[src/verilog/decode_pkg.sv]
package decode_pkg;

   ////////////////////
   // Vector types
   ////////////////////

   typedef logic [31:0] word_t;
   typedef logic [4:0]  reg_addr_t;
   typedef logic [5:0]  opcode_t;
   typedef logic [5:0]  func_t;
   typedef logic [15:0] imm_t;
   typedef logic [4:0]  shamt_t;
   typedef logic [25:0] jump_addr_t;
   typedef logic [3:0]  alu_op_t;
   typedef logic [1:0]  mem_size_t;

   localparam int unsigned NUM_REGS = 32;

   // Field positions inside the instruction word
   localparam int unsigned MSB_OPCODE = 31;
   localparam int unsigned MSB_RS     = 25;
   localparam int unsigned MSB_RT     = 20;
   localparam int unsigned MSB_RD     = 15;
   localparam int unsigned MSB_SHAMT  = 10;
   localparam int unsigned MSB_FUNC   = 5;
   localparam int unsigned MSB_IMM    = 15;
   localparam int unsigned MSB_JUMP   = 25;

   localparam reg_addr_t LINK_REG_ADDR = 5'd31;

   localparam mem_size_t SIZE_BYTE = 2'd0;
   localparam mem_size_t SIZE_HALF = 2'd1;
   localparam mem_size_t SIZE_WORD = 2'd2;

   ////////////////////
   // Opcodes
   ////////////////////

   localparam opcode_t R_INST = 6'b0000_00;
   localparam opcode_t LB     = 6'b1000_00;
   localparam opcode_t LH     = 6'b1000_01;
   localparam opcode_t LW     = 6'b1000_11;
   localparam opcode_t LBU    = 6'b1001_00;
   localparam opcode_t LHU    = 6'b1001_01;
   localparam opcode_t LWU    = 6'b1001_11;
   localparam opcode_t SB     = 6'b1010_00;
   localparam opcode_t SH     = 6'b1010_01;
   localparam opcode_t SW     = 6'b1010_11;
   localparam opcode_t ADDI   = 6'b0010_01;
   localparam opcode_t ANDI   = 6'b0011_00;
   localparam opcode_t ORI    = 6'b0011_01;
   localparam opcode_t XORI   = 6'b0011_10;
   localparam opcode_t LUI    = 6'b0011_11;
   localparam opcode_t SLTI   = 6'b0010_10;
   localparam opcode_t BEQ    = 6'b0001_00;
   localparam opcode_t BNE    = 6'b0001_01;
   localparam opcode_t J      = 6'b0000_10;
   localparam opcode_t JAL    = 6'b0000_11;

   // R-type function codes
   localparam func_t FUNC_SLL  = 6'b00_0000;
   localparam func_t FUNC_SRL  = 6'b00_0010;
   localparam func_t FUNC_SRA  = 6'b00_0011;
   localparam func_t FUNC_SLLV = 6'b00_0100;
   localparam func_t FUNC_SRLV = 6'b00_0110;
   localparam func_t FUNC_SRAV = 6'b00_0111;
   localparam func_t FUNC_ADDU = 6'b10_0001;
   localparam func_t FUNC_SUBU = 6'b10_0011;
   localparam func_t FUNC_AND  = 6'b10_0100;
   localparam func_t FUNC_OR   = 6'b10_0101;
   localparam func_t FUNC_XOR  = 6'b10_0110;
   localparam func_t FUNC_NOR  = 6'b10_0111;
   localparam func_t FUNC_SLT  = 6'b10_1010;
   localparam func_t FUNC_JR   = 6'b00_1000;
   localparam func_t FUNC_JALR = 6'b00_1001;

   // ALU operations
   localparam alu_op_t ALU_ADD = 4'd0;
   localparam alu_op_t ALU_SUB = 4'd1;
   localparam alu_op_t ALU_AND = 4'd2;
   localparam alu_op_t ALU_OR  = 4'd3;
   localparam alu_op_t ALU_XOR = 4'd4;
   localparam alu_op_t ALU_NOR = 4'd5;
   localparam alu_op_t ALU_SRL = 4'd6;
   localparam alu_op_t ALU_SLL = 4'd7;
   localparam alu_op_t ALU_SRA = 4'd8;
   localparam alu_op_t ALU_SLT = 4'd10;
   localparam alu_op_t ALU_LUI = 4'd11;

   ////////////////////
   // Control groups
   ////////////////////

   typedef struct packed {
      alu_op_t alu_op;
      logic    imm_operand;
      logic    zero_ext;
      logic    use_shamt;
   } ex_ctrl_t;

   typedef struct packed {
      logic      rd_en;
      logic      wr_en;
      logic      unsigned_ld;
      mem_size_t size;
   } mem_ctrl_t;

   // link selects PC+8 as the writeback value
   typedef struct packed {
      reg_addr_t dest;
      logic      reg_we;
      logic      from_alu;
      logic      link;
   } wb_ctrl_t;

   typedef struct packed {
      logic branch;
      logic branch_ne;
      logic jump_rs;
      logic jump_imm;
   } flow_ctrl_t;

endpackage

[src/verilog/func_decoder.sv]
`timescale 1ns/1ps

module func_decoder (
   input  decode_pkg::func_t   i_func,
   output decode_pkg::alu_op_t o_alu_op,
   output logic                o_use_shamt,
   output logic                o_link,
   output logic                o_jump_rs
);

   always_comb begin
      o_alu_op    = decode_pkg::ALU_ADD;
      o_use_shamt = 1'b0;
      o_link      = 1'b0;
      o_jump_rs   = 1'b0;

      case (i_func)
         // Shift amount from the instruction
         decode_pkg::FUNC_SLL: begin
            o_alu_op    = decode_pkg::ALU_SLL;
            o_use_shamt = 1'b1;
         end
         decode_pkg::FUNC_SRL: begin
            o_alu_op    = decode_pkg::ALU_SRL;
            o_use_shamt = 1'b1;
         end
         decode_pkg::FUNC_SRA: begin
            o_alu_op    = decode_pkg::ALU_SRA;
            o_use_shamt = 1'b1;
         end
         // Shift amount from rs
         decode_pkg::FUNC_SLLV: o_alu_op = decode_pkg::ALU_SLL;
         decode_pkg::FUNC_SRLV: o_alu_op = decode_pkg::ALU_SRL;
         decode_pkg::FUNC_SRAV: o_alu_op = decode_pkg::ALU_SRA;
         decode_pkg::FUNC_ADDU: o_alu_op = decode_pkg::ALU_ADD;
         decode_pkg::FUNC_SUBU: o_alu_op = decode_pkg::ALU_SUB;
         decode_pkg::FUNC_AND:  o_alu_op = decode_pkg::ALU_AND;
         decode_pkg::FUNC_OR:   o_alu_op = decode_pkg::ALU_OR;
         decode_pkg::FUNC_XOR:  o_alu_op = decode_pkg::ALU_XOR;
         decode_pkg::FUNC_NOR:  o_alu_op = decode_pkg::ALU_NOR;
         decode_pkg::FUNC_SLT:  o_alu_op = decode_pkg::ALU_SLT;
         decode_pkg::FUNC_JR: begin
            o_jump_rs = 1'b1;
         end
         decode_pkg::FUNC_JALR: begin
            o_jump_rs = 1'b1;
            o_link    = 1'b1;
         end
         default: begin
            o_alu_op = decode_pkg::ALU_ADD;
         end
      endcase
   end

endmodule

[src/verilog/control_decoder.sv]
`timescale 1ns/1ps

module control_decoder (
   input  decode_pkg::opcode_t    i_opcode,
   input  decode_pkg::func_t      i_func,
   input  decode_pkg::reg_addr_t  i_rt,
   input  decode_pkg::reg_addr_t  i_rd,
   output decode_pkg::ex_ctrl_t   o_ex,
   output decode_pkg::mem_ctrl_t  o_mem,
   output decode_pkg::wb_ctrl_t   o_wb,
   output decode_pkg::flow_ctrl_t o_flow
);

   decode_pkg::alu_op_t func_alu_op;
   logic                func_use_shamt;
   logic                func_link;
   logic                func_jump_rs;

   // Low opcode bits give the access size for loads and stores
   function automatic decode_pkg::mem_size_t access_size(input decode_pkg::opcode_t opcode);
      decode_pkg::mem_size_t size;
      case (opcode[1:0])
         2'b00:   size = decode_pkg::SIZE_BYTE;
         2'b01:   size = decode_pkg::SIZE_HALF;
         default: size = decode_pkg::SIZE_WORD;
      endcase
      return size;
   endfunction

   func_decoder func_decoder_i (
      .i_func      (i_func),
      .o_alu_op    (func_alu_op),
      .o_use_shamt (func_use_shamt),
      .o_link      (func_link),
      .o_jump_rs   (func_jump_rs)
   );

   ////////////////////
   // Main table
   ////////////////////

   always_comb begin
      o_ex   = '0;
      o_mem  = '0;
      o_wb   = '0;
      o_flow = '0;

      case (i_opcode)
         decode_pkg::R_INST: begin
            o_ex.alu_op     = func_alu_op;
            o_ex.use_shamt  = func_use_shamt;
            o_wb.link       = func_link;
            o_flow.jump_rs  = func_jump_rs;
            o_wb.reg_we     = 1'b1;
            o_wb.from_alu   = 1'b1;
         end
         decode_pkg::LB, decode_pkg::LH, decode_pkg::LW,
         decode_pkg::LBU, decode_pkg::LHU, decode_pkg::LWU: begin
            o_ex.imm_operand  = 1'b1;
            o_mem.rd_en       = 1'b1;
            o_mem.size        = access_size(i_opcode);
            o_mem.unsigned_ld = (i_opcode == decode_pkg::LBU) ||
                                (i_opcode == decode_pkg::LHU) ||
                                (i_opcode == decode_pkg::LWU);
            o_wb.reg_we       = 1'b1;
         end
         decode_pkg::SB, decode_pkg::SH, decode_pkg::SW: begin
            o_ex.imm_operand = 1'b1;
            o_mem.wr_en      = 1'b1;
            o_mem.size       = access_size(i_opcode);
         end
         decode_pkg::ADDI, decode_pkg::SLTI: begin
            o_ex.alu_op      = (i_opcode == decode_pkg::SLTI) ? decode_pkg::ALU_SLT
                                                              : decode_pkg::ALU_ADD;
            o_ex.imm_operand = 1'b1;
            o_wb.reg_we      = 1'b1;
            o_wb.from_alu    = 1'b1;
         end
         // Logic immediates are zero extended
         decode_pkg::ANDI, decode_pkg::ORI, decode_pkg::XORI, decode_pkg::LUI: begin
            case (i_opcode)
               decode_pkg::ANDI: o_ex.alu_op = decode_pkg::ALU_AND;
               decode_pkg::ORI:  o_ex.alu_op = decode_pkg::ALU_OR;
               decode_pkg::XORI: o_ex.alu_op = decode_pkg::ALU_XOR;
               default:          o_ex.alu_op = decode_pkg::ALU_LUI;
            endcase
            o_ex.imm_operand = 1'b1;
            o_ex.zero_ext    = 1'b1;
            o_wb.reg_we      = 1'b1;
            o_wb.from_alu    = 1'b1;
         end
         decode_pkg::BEQ, decode_pkg::BNE: begin
            o_ex.imm_operand = 1'b1;
            o_flow.branch    = 1'b1;
            o_flow.branch_ne = (i_opcode == decode_pkg::BNE);
         end
         decode_pkg::J: begin
            o_flow.jump_imm = 1'b1;
         end
         decode_pkg::JAL: begin
            o_flow.jump_imm = 1'b1;
            o_wb.reg_we     = 1'b1;
            o_wb.link       = 1'b1;
         end
         default: begin
            o_flow = '0;
         end
      endcase

      // Linking instructions always target the return address register
      if (o_wb.link) begin
         o_wb.dest = decode_pkg::LINK_REG_ADDR;
      end else if (o_ex.imm_operand) begin
         o_wb.dest = i_rt;
      end else begin
         o_wb.dest = i_rd;
      end
   end

endmodule

[src/verilog/register_file.sv]
`timescale 1ns/1ps

module register_file (
   input  logic                  i_clk,
   input  logic                  i_rst,
   input  logic                  i_we,
   input  decode_pkg::reg_addr_t i_wr_addr,
   input  decode_pkg::word_t     i_wr_data,
   input  decode_pkg::reg_addr_t i_rd_addr_a,
   input  decode_pkg::reg_addr_t i_rd_addr_b,
   output decode_pkg::word_t     o_rd_data_a,
   output decode_pkg::word_t     o_rd_data_b
);

   decode_pkg::word_t regs [decode_pkg::NUM_REGS];

   ////////////////////
   // Write port
   ////////////////////

   // Register 0 is an ordinary register here
   always_ff @(posedge i_clk) begin
      if (i_rst) begin
         for (int i = 0; i < decode_pkg::NUM_REGS; i++) begin
            regs[i] <= '0;
         end
      end else if (i_we) begin
         regs[i_wr_addr] <= i_wr_data;
      end
   end

   ////////////////////
   // Read ports
   ////////////////////

   // No bypass from a write in the same cycle
   assign o_rd_data_a = regs[i_rd_addr_a];
   assign o_rd_data_b = regs[i_rd_addr_b];

endmodule

[src/verilog/branch_resolve.sv]
`timescale 1ns/1ps

module branch_resolve (
   input  logic                   i_clk,
   input  logic                   i_rst,
   input  decode_pkg::flow_ctrl_t i_flow,
   input  decode_pkg::word_t      i_a,
   input  decode_pkg::word_t      i_b,
   output logic                   o_nop
);

   logic equal;
   logic taken;

   assign equal = (i_a == i_b);

   // BNE inverts the compare
   assign taken = i_flow.branch & (i_flow.branch_ne ? ~equal : equal);

   // Flush the instruction fetched behind a redirect
   always_ff @(posedge i_clk) begin
      if (i_rst) begin
         o_nop <= 1'b0;
      end else begin
         o_nop <= i_flow.jump_rs | i_flow.jump_imm | taken;
      end
   end

endmodule

[src/verilog/instruction_decode.sv]
`timescale 1ns/1ps

module instruction_decode (
   input  logic                   i_clk,
   input  logic                   i_rst,
   input  decode_pkg::word_t      i_instruction,
   input  decode_pkg::word_t      i_pc,
   input  logic                   i_wb_we,
   input  decode_pkg::reg_addr_t  i_wb_addr,
   input  decode_pkg::word_t      i_wb_data,
   output decode_pkg::ex_ctrl_t   o_ex_ctrl,
   output decode_pkg::mem_ctrl_t  o_mem_ctrl,
   output decode_pkg::wb_ctrl_t   o_wb_ctrl,
   output decode_pkg::word_t      o_pc,
   output decode_pkg::word_t      o_a,
   output decode_pkg::word_t      o_b,
   output decode_pkg::imm_t       o_imm,
   output decode_pkg::shamt_t     o_shamt,
   output logic                   o_branch,
   output logic                   o_jump_rs,
   output logic                   o_jump_imm,
   output decode_pkg::jump_addr_t o_jump_addr,
   output logic                   o_nop
);

   decode_pkg::opcode_t    opcode;
   decode_pkg::func_t      func;
   decode_pkg::reg_addr_t  rs;
   decode_pkg::reg_addr_t  rt;
   decode_pkg::reg_addr_t  rd;
   decode_pkg::imm_t       imm;
   decode_pkg::shamt_t     shamt;
   decode_pkg::jump_addr_t jump_addr;

   decode_pkg::ex_ctrl_t   ex_ctrl;
   decode_pkg::mem_ctrl_t  mem_ctrl;
   decode_pkg::wb_ctrl_t   wb_ctrl;
   decode_pkg::flow_ctrl_t flow_ctrl;
   decode_pkg::word_t      rs_data;
   decode_pkg::word_t      rt_data;

   ////////////////////
   // Field slicing
   ////////////////////

   assign opcode    = i_instruction[decode_pkg::MSB_OPCODE -: $bits(decode_pkg::opcode_t)];
   assign func      = i_instruction[decode_pkg::MSB_FUNC -: $bits(decode_pkg::func_t)];
   assign rs        = i_instruction[decode_pkg::MSB_RS -: $bits(decode_pkg::reg_addr_t)];
   assign rt        = i_instruction[decode_pkg::MSB_RT -: $bits(decode_pkg::reg_addr_t)];
   assign rd        = i_instruction[decode_pkg::MSB_RD -: $bits(decode_pkg::reg_addr_t)];
   assign imm       = i_instruction[decode_pkg::MSB_IMM -: $bits(decode_pkg::imm_t)];
   assign shamt     = i_instruction[decode_pkg::MSB_SHAMT -: $bits(decode_pkg::shamt_t)];
   assign jump_addr = i_instruction[decode_pkg::MSB_JUMP -: $bits(decode_pkg::jump_addr_t)];

   control_decoder control_decoder_i (
      .i_opcode (opcode),
      .i_func   (func),
      .i_rt     (rt),
      .i_rd     (rd),
      .o_ex     (ex_ctrl),
      .o_mem    (mem_ctrl),
      .o_wb     (wb_ctrl),
      .o_flow   (flow_ctrl)
   );

   register_file register_file_i (
      .i_clk       (i_clk),
      .i_rst       (i_rst),
      .i_we        (i_wb_we),
      .i_wr_addr   (i_wb_addr),
      .i_wr_data   (i_wb_data),
      .i_rd_addr_a (rs),
      .i_rd_addr_b (rt),
      .o_rd_data_a (rs_data),
      .o_rd_data_b (rt_data)
   );

   // Compare uses register contents
   branch_resolve branch_resolve_i (
      .i_clk  (i_clk),
      .i_rst  (i_rst),
      .i_flow (flow_ctrl),
      .i_a    (rs_data),
      .i_b    (rt_data),
      .o_nop  (o_nop)
   );

   ////////////////////
   // Output register
   ////////////////////

   always_ff @(posedge i_clk) begin
      if (i_rst) begin
         o_ex_ctrl   <= '0;
         o_mem_ctrl  <= '0;
         o_wb_ctrl   <= '0;
         o_pc        <= '0;
         o_a         <= '0;
         o_b         <= '0;
         o_imm       <= '0;
         o_shamt     <= '0;
         o_branch    <= 1'b0;
         o_jump_rs   <= 1'b0;
         o_jump_imm  <= 1'b0;
         o_jump_addr <= '0;
      end else begin
         o_ex_ctrl   <= ex_ctrl;
         o_mem_ctrl  <= mem_ctrl;
         o_wb_ctrl   <= wb_ctrl;
         o_pc        <= i_pc;
         o_a         <= rs_data;
         o_b         <= rt_data;
         o_imm       <= imm;
         o_shamt     <= shamt;
         o_branch    <= flow_ctrl.branch;
         o_jump_rs   <= flow_ctrl.jump_rs;
         o_jump_imm  <= flow_ctrl.jump_imm;
         o_jump_addr <= jump_addr;
      end
   end

endmodule

[config.mk]
export PLATFORM = sky130hd
export DESIGN_NAME = instruction_decode
export DESIGN_NICKNAME = d
export VERILOG_FILES = /design/src/verilog/decode_pkg.sv /design/src/verilog/func_decoder.sv /design/src/verilog/control_decoder.sv /design/src/verilog/register_file.sv /design/src/verilog/branch_resolve.sv /design/src/verilog/instruction_decode.sv
export SDC_FILE = /design/constraint.sdc
export NUM_CORES = 2
export LEC_CHECK = 0
export BUFFER_PORTS_ARGS = -buffer_cell sky130_fd_sc_hd__buf_2
export CORE_MARGIN = 10
export CORE_UTILIZATION = 30
export CTS_BUF_LIST = sky130_fd_sc_hd__clkbuf_8
export DETAILED_ROUTE_END_ITERATION = 8
export PLACE_DENSITY = 0.5
export SLEW_MARGIN = 15
export SYNTH_ARGS = -nofsm -noshare
export SYNTH_HDL_FRONTEND = slang
export SYNTH_HIERARCHICAL = 1
export SYNTH_SLANG_ARGS = --single-unit
[constraint.sdc]
create_clock -name i_clk -period 4.9 [get_ports i_clk]
set_input_delay 0.245 -clock i_clk [delete_from_list [all_inputs] [get_ports i_clk]]
set_output_delay 0.245 -clock i_clk [all_outputs]
set_load 0.01 [all_outputs]
# Yosys cells after proc, flatten, opt, wreduce, memory -nomap -nowiden
# Memory sizes are Yosys's and may differ from the RTL's.
# Cells that the tools add are included.
[classes] shifts=0 n_lt_le_gt_ge=0 addsub=0 muxes=29 n_div=0 n_reduce_logical=24 n_mul=0 n_bitwise=7 eq_ne=34
[op_table] op="$eq A6 B6 Y1 const B" count=15
[op_table] op="$eq A6 B4 Y1 const B" count=8
[op_table] op="$pmux W4 S9" count=1
[op_table] op="$eq A32 B32 Y1" count=1
[op_table] op="$mux W32" count=1
[op_table] op="$reduce_or A32 Y1" count=1
[op_table] op="$eq A6 B3 Y1 const B" count=5
[op_table] op="$eq A6 B2 Y1 const B" count=4
[op_table] op="$pmux W4 S3" count=2
[op_table] op="$reduce_or A2 Y1" count=10
[op_table] op="$mux W1" count=18
[op_table] op="$reduce_or A17 Y1" count=1
[op_table] op="$mux W5" count=3
[op_table] op="$reduce_or A14 Y1" count=1
[op_table] op="$logic_not A6 Y1" count=2
[op_table] op="$reduce_or A9 Y1" count=1
[op_table] op="$reduce_or A7 Y1" count=1
[op_table] op="$reduce_or A3 Y1" count=2
[op_table] op="$reduce_or A6 Y1" count=1
[op_table] op="$mux W4" count=1
[op_table] op="$not A1 Y1" count=4
[op_table] op="$pmux W2 S2" count=1
[op_table] op="$reduce_or A4 Y1" count=1
[op_table] op="$eq A2 B1 Y1 const B" count=1
[op_table] op="other kinds (6)" count=8
[totals] ram_bits=1024 inputBits=104 mem_bits_ro=0 regBits=167 elab_cells=117 latch_bits=0 n_memories=1 out_inout_bits=167
[memory_table] name="register_file_i.regs" depth=32 word_bits=32 rd=2 rd_clocked_by_memory_dff=0 wr=32 line="register_file.sv:15" source="decode_pkg::word_t regs [decode_pkg::NUM_REGS];"

# Logic depth before layout (Yosys ltp)
[depth] word_depth=6 mapped_depth=13

# By module
# Netlist, hierarchy kept.
[modules_own_cells] mod="register_file" cells_each=4640 area_each_um2=56469.2 instances=1 seq_area_each_um2=30749.5
[modules_own_cells] mod="instruction_decode" cells_each=327 area_each_um2=4199.0 instances=1 seq_area_each_um2=2902.8
[modules_own_cells] mod="control_decoder" cells_each=87 area_each_um2=506.7 instances=1 seq_area_each_um2=0.0
[modules_own_cells] mod="branch_resolve" cells_each=48 area_each_um2=421.7 instances=1 seq_area_each_um2=20.0
[modules_own_cells] mod="func_decoder" cells_each=22 area_each_um2=152.6 instances=1 seq_area_each_um2=0.0

# Worst setup path before layout
# Ideal clock, no wire load.
[synth_path] kind="input -> register" start="input port i_instruction[17]" end="register branch_resolve_i.o_nop" n_path_buf=4 cell_stages=13 setup_ns=0.132 arrival_time_ns=2.208 path_slack_ns=2.560 cell_sequence="buf_4 buf_6 buf_6 buf_6 mux2i_1 a22oi_1 a31oi_1 nand3_1 xor2_1 nor4_2 nand4_1 o2111ai_1 o311ai_1"
[synth_between] elab_chain_cells=6
[synth_lines] element="start, declared" line="instruction_decode.sv:6" source="input decode_pkg::word_t i_instruction,"
[synth_lines] element="$mem_v2 Z32 W32 (*)"
[synth_lines] element="net rt_data[25]" line="instruction_decode.sv:40" source="decode_pkg::word_t rt_data;"
[synth_lines] element="$eq A32 B32 Y1 (*)" line="branch_resolve.sv:15" source="assign equal = (i_a == i_b);"
[synth_lines] element="$not A1 Y1" line="branch_resolve.sv:18" source="assign taken = i_flow.branch & (i_flow.branch_ne ? ~equal : equal);"
[synth_lines] element="$mux W1 (*)" line="branch_resolve.sv:18"
[synth_lines] element="$and A1 B1 Y1 (*)" line="branch_resolve.sv:18"
[synth_lines] element="$or A1 B1 Y1 (*)" line="branch_resolve.sv:25" source="o_nop <= i_flow.jump_rs | i_flow.jump_imm | taken;"
[synth_lines] element="end signal, assigned" line="branch_resolve.sv:25"
[synth_lines] element="end, declared" line="branch_resolve.sv:9" source="output logic o_nop"
# The timed path passes the listed nets; every way through them passes the cells marked *.
# A chain may end at the register's enable or synchronous reset.

# Worst setup path in the final report
# Ends and elaborated chain as after synthesis.

==> load_flow_metrics.sql <==
INSERT INTO impl_metrics (metric_group, metric, value, unit) VALUES
('status', 'outcome', 'complete, no violations', ''),
('cts', 'max-clock-path-buffers', '3', ''),
('critical_path', 'cp.arrival', '4700', 'ps'),
('drt', 'routedWlPerCell', '30.4', 'um'),
('critical_path', 'worstPathRequired', '5690', 'ps'),
('grt', 'grt_pass1_vias', '44400', ''),
('cts', 'count_of_buffers_added_by_post_cts_timing_repair_for_setup', '0', ''),
('synthesis', 'yosys_register_bits', '1170', ''),
('final_layout', 'final_net_count', '5561', ''),
('power', 'combPwrFrac', '0.135', ''),
('floorplan', 'num_io_pins', '271', ''),
('grt', 'track_usage', '0.217', ''),
('grt', 'grt_first_pass_wirelength', '349000', 'um'),
('grt', 'largest_net_degree_at_the_start_of_global_routing', '85', ''),
('timing', 'totalNegativeSetupSlack', '0', 'ps'),
('power', 'internal_power', '17300', 'uW'),
('floorplan', 'start_util', '0.302', ''),
('floorplan', 'floorplan.die.height', '474', 'um'),
('critical_path', 'timing.critical_path.from_type', 'input port', ''),
('run', 'cap_violations', '0', ''),
('hold_path', 'hp_class', 'in -> reg', ''),
('drt', 'num_vias', '44500', ''),
('synthesis', 'synthArstFlopShare', '0', ''),
('timing', 'layout_worst_path_cycle_share', '0.797', ''),
('timing', 'worstMarginPinSlew', '1200', 'ps'),
('cts', 'clock-root-buffer', 'clkbuf_8', ''),
('timing', 'final-hold-violation-count', '0', ''),
('power', 'p_seq_frac', '0.483', ''),
('synthesis', 'mappedNetlistNets', '5228', ''),
('critical_path', 'worstSetupPathType', 'in -> reg', ''),
('power', 'power-per-cell-area', '337', 'nW/um2'),
('power', 'peakVddDrop', '0.291', 'mV'),
('drt', 'drt.antenna.violating_nets', '0', ''),
('power', 'power.switching', '6830', 'uW'),
('cts', 'cts_sinks', '1170', ''),
('floorplan', 'number_of_rows_created_at_floorplan', '166', ''),
('critical_path', 'critical_path.reg2reg.startpoint', 'register_file_i/regs[2][24]', ''),
('power', 'total_leakage_power', '0.0286', 'uW'),
('timing', 'setup-violations-final', '0', ''),
('critical_path', 'timing.critical_path.fanout_max', '44', ''),
('timing', 'timing.final.crit_period', '3910', 'ps'),
('drt', 'viasPerCell', '5.33', ''),
('floorplan', 'core_area', '205000', 'um2'),
('final_layout', 'area_growth_syn_to_layout', '16.3', '%'),
('power', 'power.total', '24200', 'uW'),
('synthesis', 'synth_edf_count', '1024', ''),
('timing', 'clock_skew', '54.1', 'ps'),
('floorplan', 'die-width', '474', 'um'),
('synthesis', 'synth.cell_area', '61700', 'um2'),
('critical_path', 'worst_r2r_path_depth', '10', ''),
('cts', 'number_of_buffers_inserted_during_clock_tree_synthesis', '211', ''),
('timing', 'final.setup.worst_slack', '994', 'ps'),
('cts', 'worst_skew_pair.late_latency', '960', 'ps'),
('synthesis', 'synth.lib_cells_used.distinct', '59', ''),
('critical_path', 'crit-reg2reg-capture', 'branch_resolve_i/o_nop', ''),
('place', 'place.gp.congestion', '0.843', ''),
('place', 'hpwlAfterDp', '150000', 'um'),
('power', 'power.clock.fraction', '0.382', ''),
('synthesis', 'synth.yosys.warnings', '6', ''),
('power', 'switching_share', '0.283', ''),
('grt', 'antenna_found_initial', '37', ''),
('place', 'pre_cts_slack', '785', 'ps'),
('drt', 'drcViolationCount', '0', ''),
('place', 'total_of_buffers_placed_on_input_and_output_ports', '270', ''),
('timing', 'slew_viol_final', '0', ''),
('critical_path', 'startpoint', 'i_instruction[17]', ''),
('critical_path', 'type_of_destination_of_the_critical_path', 'register', ''),
('drt', 'drtIter0Drc', '4784', ''),
('cts', 'cts_tree', 'done', ''),
('synthesis', 'yosys_most_used_dff', 'edfxtp_1', ''),
('synthesis', 'synth_seq_area_share', '0.545', ''),
('critical_path', 'cp-endpoint', 'branch_resolve_i/o_nop', ''),
('synthesis', 'syn-instance-count', '5124', ''),
('timing', 'slew_headroom', '0.202', ''),
('drt', 'drt_first_pass_iters', '6', ''),
('drt', 'totalWireLength', '254000', 'um'),
('timing', 'fmax', '256', 'MHz'),
('cts', 'clock_tree.htree_level_count', '4', ''),
('synthesis', 'synthesis.area_per_instance', '12.1', 'um2'),
('grt', 'overflow', '0', ''),
('final_layout', 'drive_above_1_share', '0.157', ''),
('critical_path', 'setup_slack_on_the_worst_flop_to_flop_path', '1690', 'ps'),
('cts', 'post_cts_resized', '0', ''),
('cts', 'clock_pin_slew_reported_for_the_worst_setup_and_hold_paths_after_clock_tree_synthesis', '60', 'ps'),
('floorplan', 'die_area', '224000', 'um2'),
('timing', 'rsz0062_at_grt', 'false', '');
[power by group through the flow]
stage	clock network, uW	registers (uW)	logic, uW
2_1_floorplan	0	11800	1740
3_3_place_gp	0	11800	3110
3_5_place_dp	0	11900	3110
4_1_cts	9440	11700	3230
5_1_grt	9880	11700	3400
6_report	9240	11700	3270
[per-stage QoR]
stage / hold slack (ps) / utilization / instances / instance area (um2)
global placement: 453 / 0.323 / 7781 / 66100
finish: 101 / 0.351 / 8337 / 71800
CTS: 7.46 / 0.350 / 8315 / 71700
detailed placement: 459 / 0.323 / 7781 / 66100
global route: 59.1 / 0.350 / 8321 / 71800
floorplan: 373 / - / 5124 / 61700
[cells by family after synthesis]
family                 Yosys count  synth area share
AO/OA/AOI/OAI                  603            0.0669
XOR/XNOR                        33           0.00468
buffers and inverters          502            0.0457
flip-flops                    1170             0.545
multiplexers                  1029             0.167
AND/OR/NAND/NOR               1787             0.171
[cells in the mapped netlist (2+ instances only)]
library cell	number	area (um2)
nor2b_2	43	377
buf_1	22	82.6
a22oi_1	192	1440
dfxtp_1	146	2920
nor3b_1	3	22.5
a22o_1	128	1120
nor4_1	5	31.3
and2_1	1027	6420
nand2_1	202	758
clkbuf_1	194	728
nor3_1	73	365
a31oi_1	67	419
nor4_2	4	50.1
clkbuf_2	66	330
nor2_4	10	113
clkbuf_4	4	30.0
or3b_4	3	33.8
a21oi_1	200	1000
o21ai_0	3	15.0
and3_1	2	12.5
buf_4	97	728
inv_1	5	18.8
buf_2	61	305
nand2b_1	8	50.1
nor2_8	4	80.1
nor2b_1	107	669
or2_2	34	213
mux2i_1	1029	10300
xor2_1	32	280
buf_6	53	597
o221ai_1	2	17.5
nand3_1	198	991
nor2_1	44	165
nand4_1	2	12.5
edfxtp_1	1024	30700
nand3b_1	7	52.6
[layer usage]
metal	vias to the layer above	track usage	share of wire
met5	-	0	0.00019
met2	2211	0.346	0.45
met4	6	0.0892	0.042
met1	22500	0.285	0.42
li1	19200	-	-
met3	480	0.0463	0.087
[layout make-up]
type / count / area, um2
Multi-Input combinational cell: 3452 / 25500
Clock inverter: 150 / 923
Inverter: 5 / 18.8
Timing Repair Buffer: 617 / 5090
Sequential cell: 1170 / 33700
Fill cell: 20000 / 133000
Clock buffer: 233 / 3210
Antenna cell: 22 / 55.1
Tap cell: 2688 / 3360
[flip-flops by register name, summed over array words and instances (netlist names), 7 cells and up]
signal,count
o_wb_ctrl,8
o_a,32
o_b,32
o_imm,15
o_ex_ctrl,7
o_jump_addr,11
o_pc,32
register_file_i/regs,1024
[worst max-delay path, cell delays in order]
cell and delay, ps:
dlygate4sd3_1 580, buf_8 470, buf_4 370, buf_4 320
mux2i_1 240, a22o_1 150, nor3_1 40, a31oi_1 270
nand3_1 170, xor2_1 300, nor4_1 830, nand4_1 230
o2111ai_1 260, o311ai_1 130
[placed cells by master (no fill, tap or decap), drive strengths merged, types with 67 or more instances in the layout]
cell type and n:
dfxtp 146, dlygate4sd3 151, nor3 74, edfxtp 1024
and2 1027, a22oi 192, clkbuf 234, a31oi 67
buf 465, nor2b 150, a21oi 200, inv 81
nand2 203, mux2i 1029, a22o 128, nand3 199
[worst min-delay path by stage]
stage,from,end,depth (start not counted)
CTS,i_pc[23],o_pc[23],3
global route,i_instruction[6],o_imm[6],3
detailed placement,i_pc[8],o_pc[8],2
finish,i_instruction[6],o_imm[6],3
floorplan,i_instruction[25],o_jump_addr[25],1
global placement,i_pc[3],o_pc[3],2
[what timing repair did]
action                                   CTS  global route
hold buffers                             151             0
endpoints found under the setup margin     0             0
endpoints found under the hold margin   1113             0
Note: power is estimated with default switching activity, not from simulation.
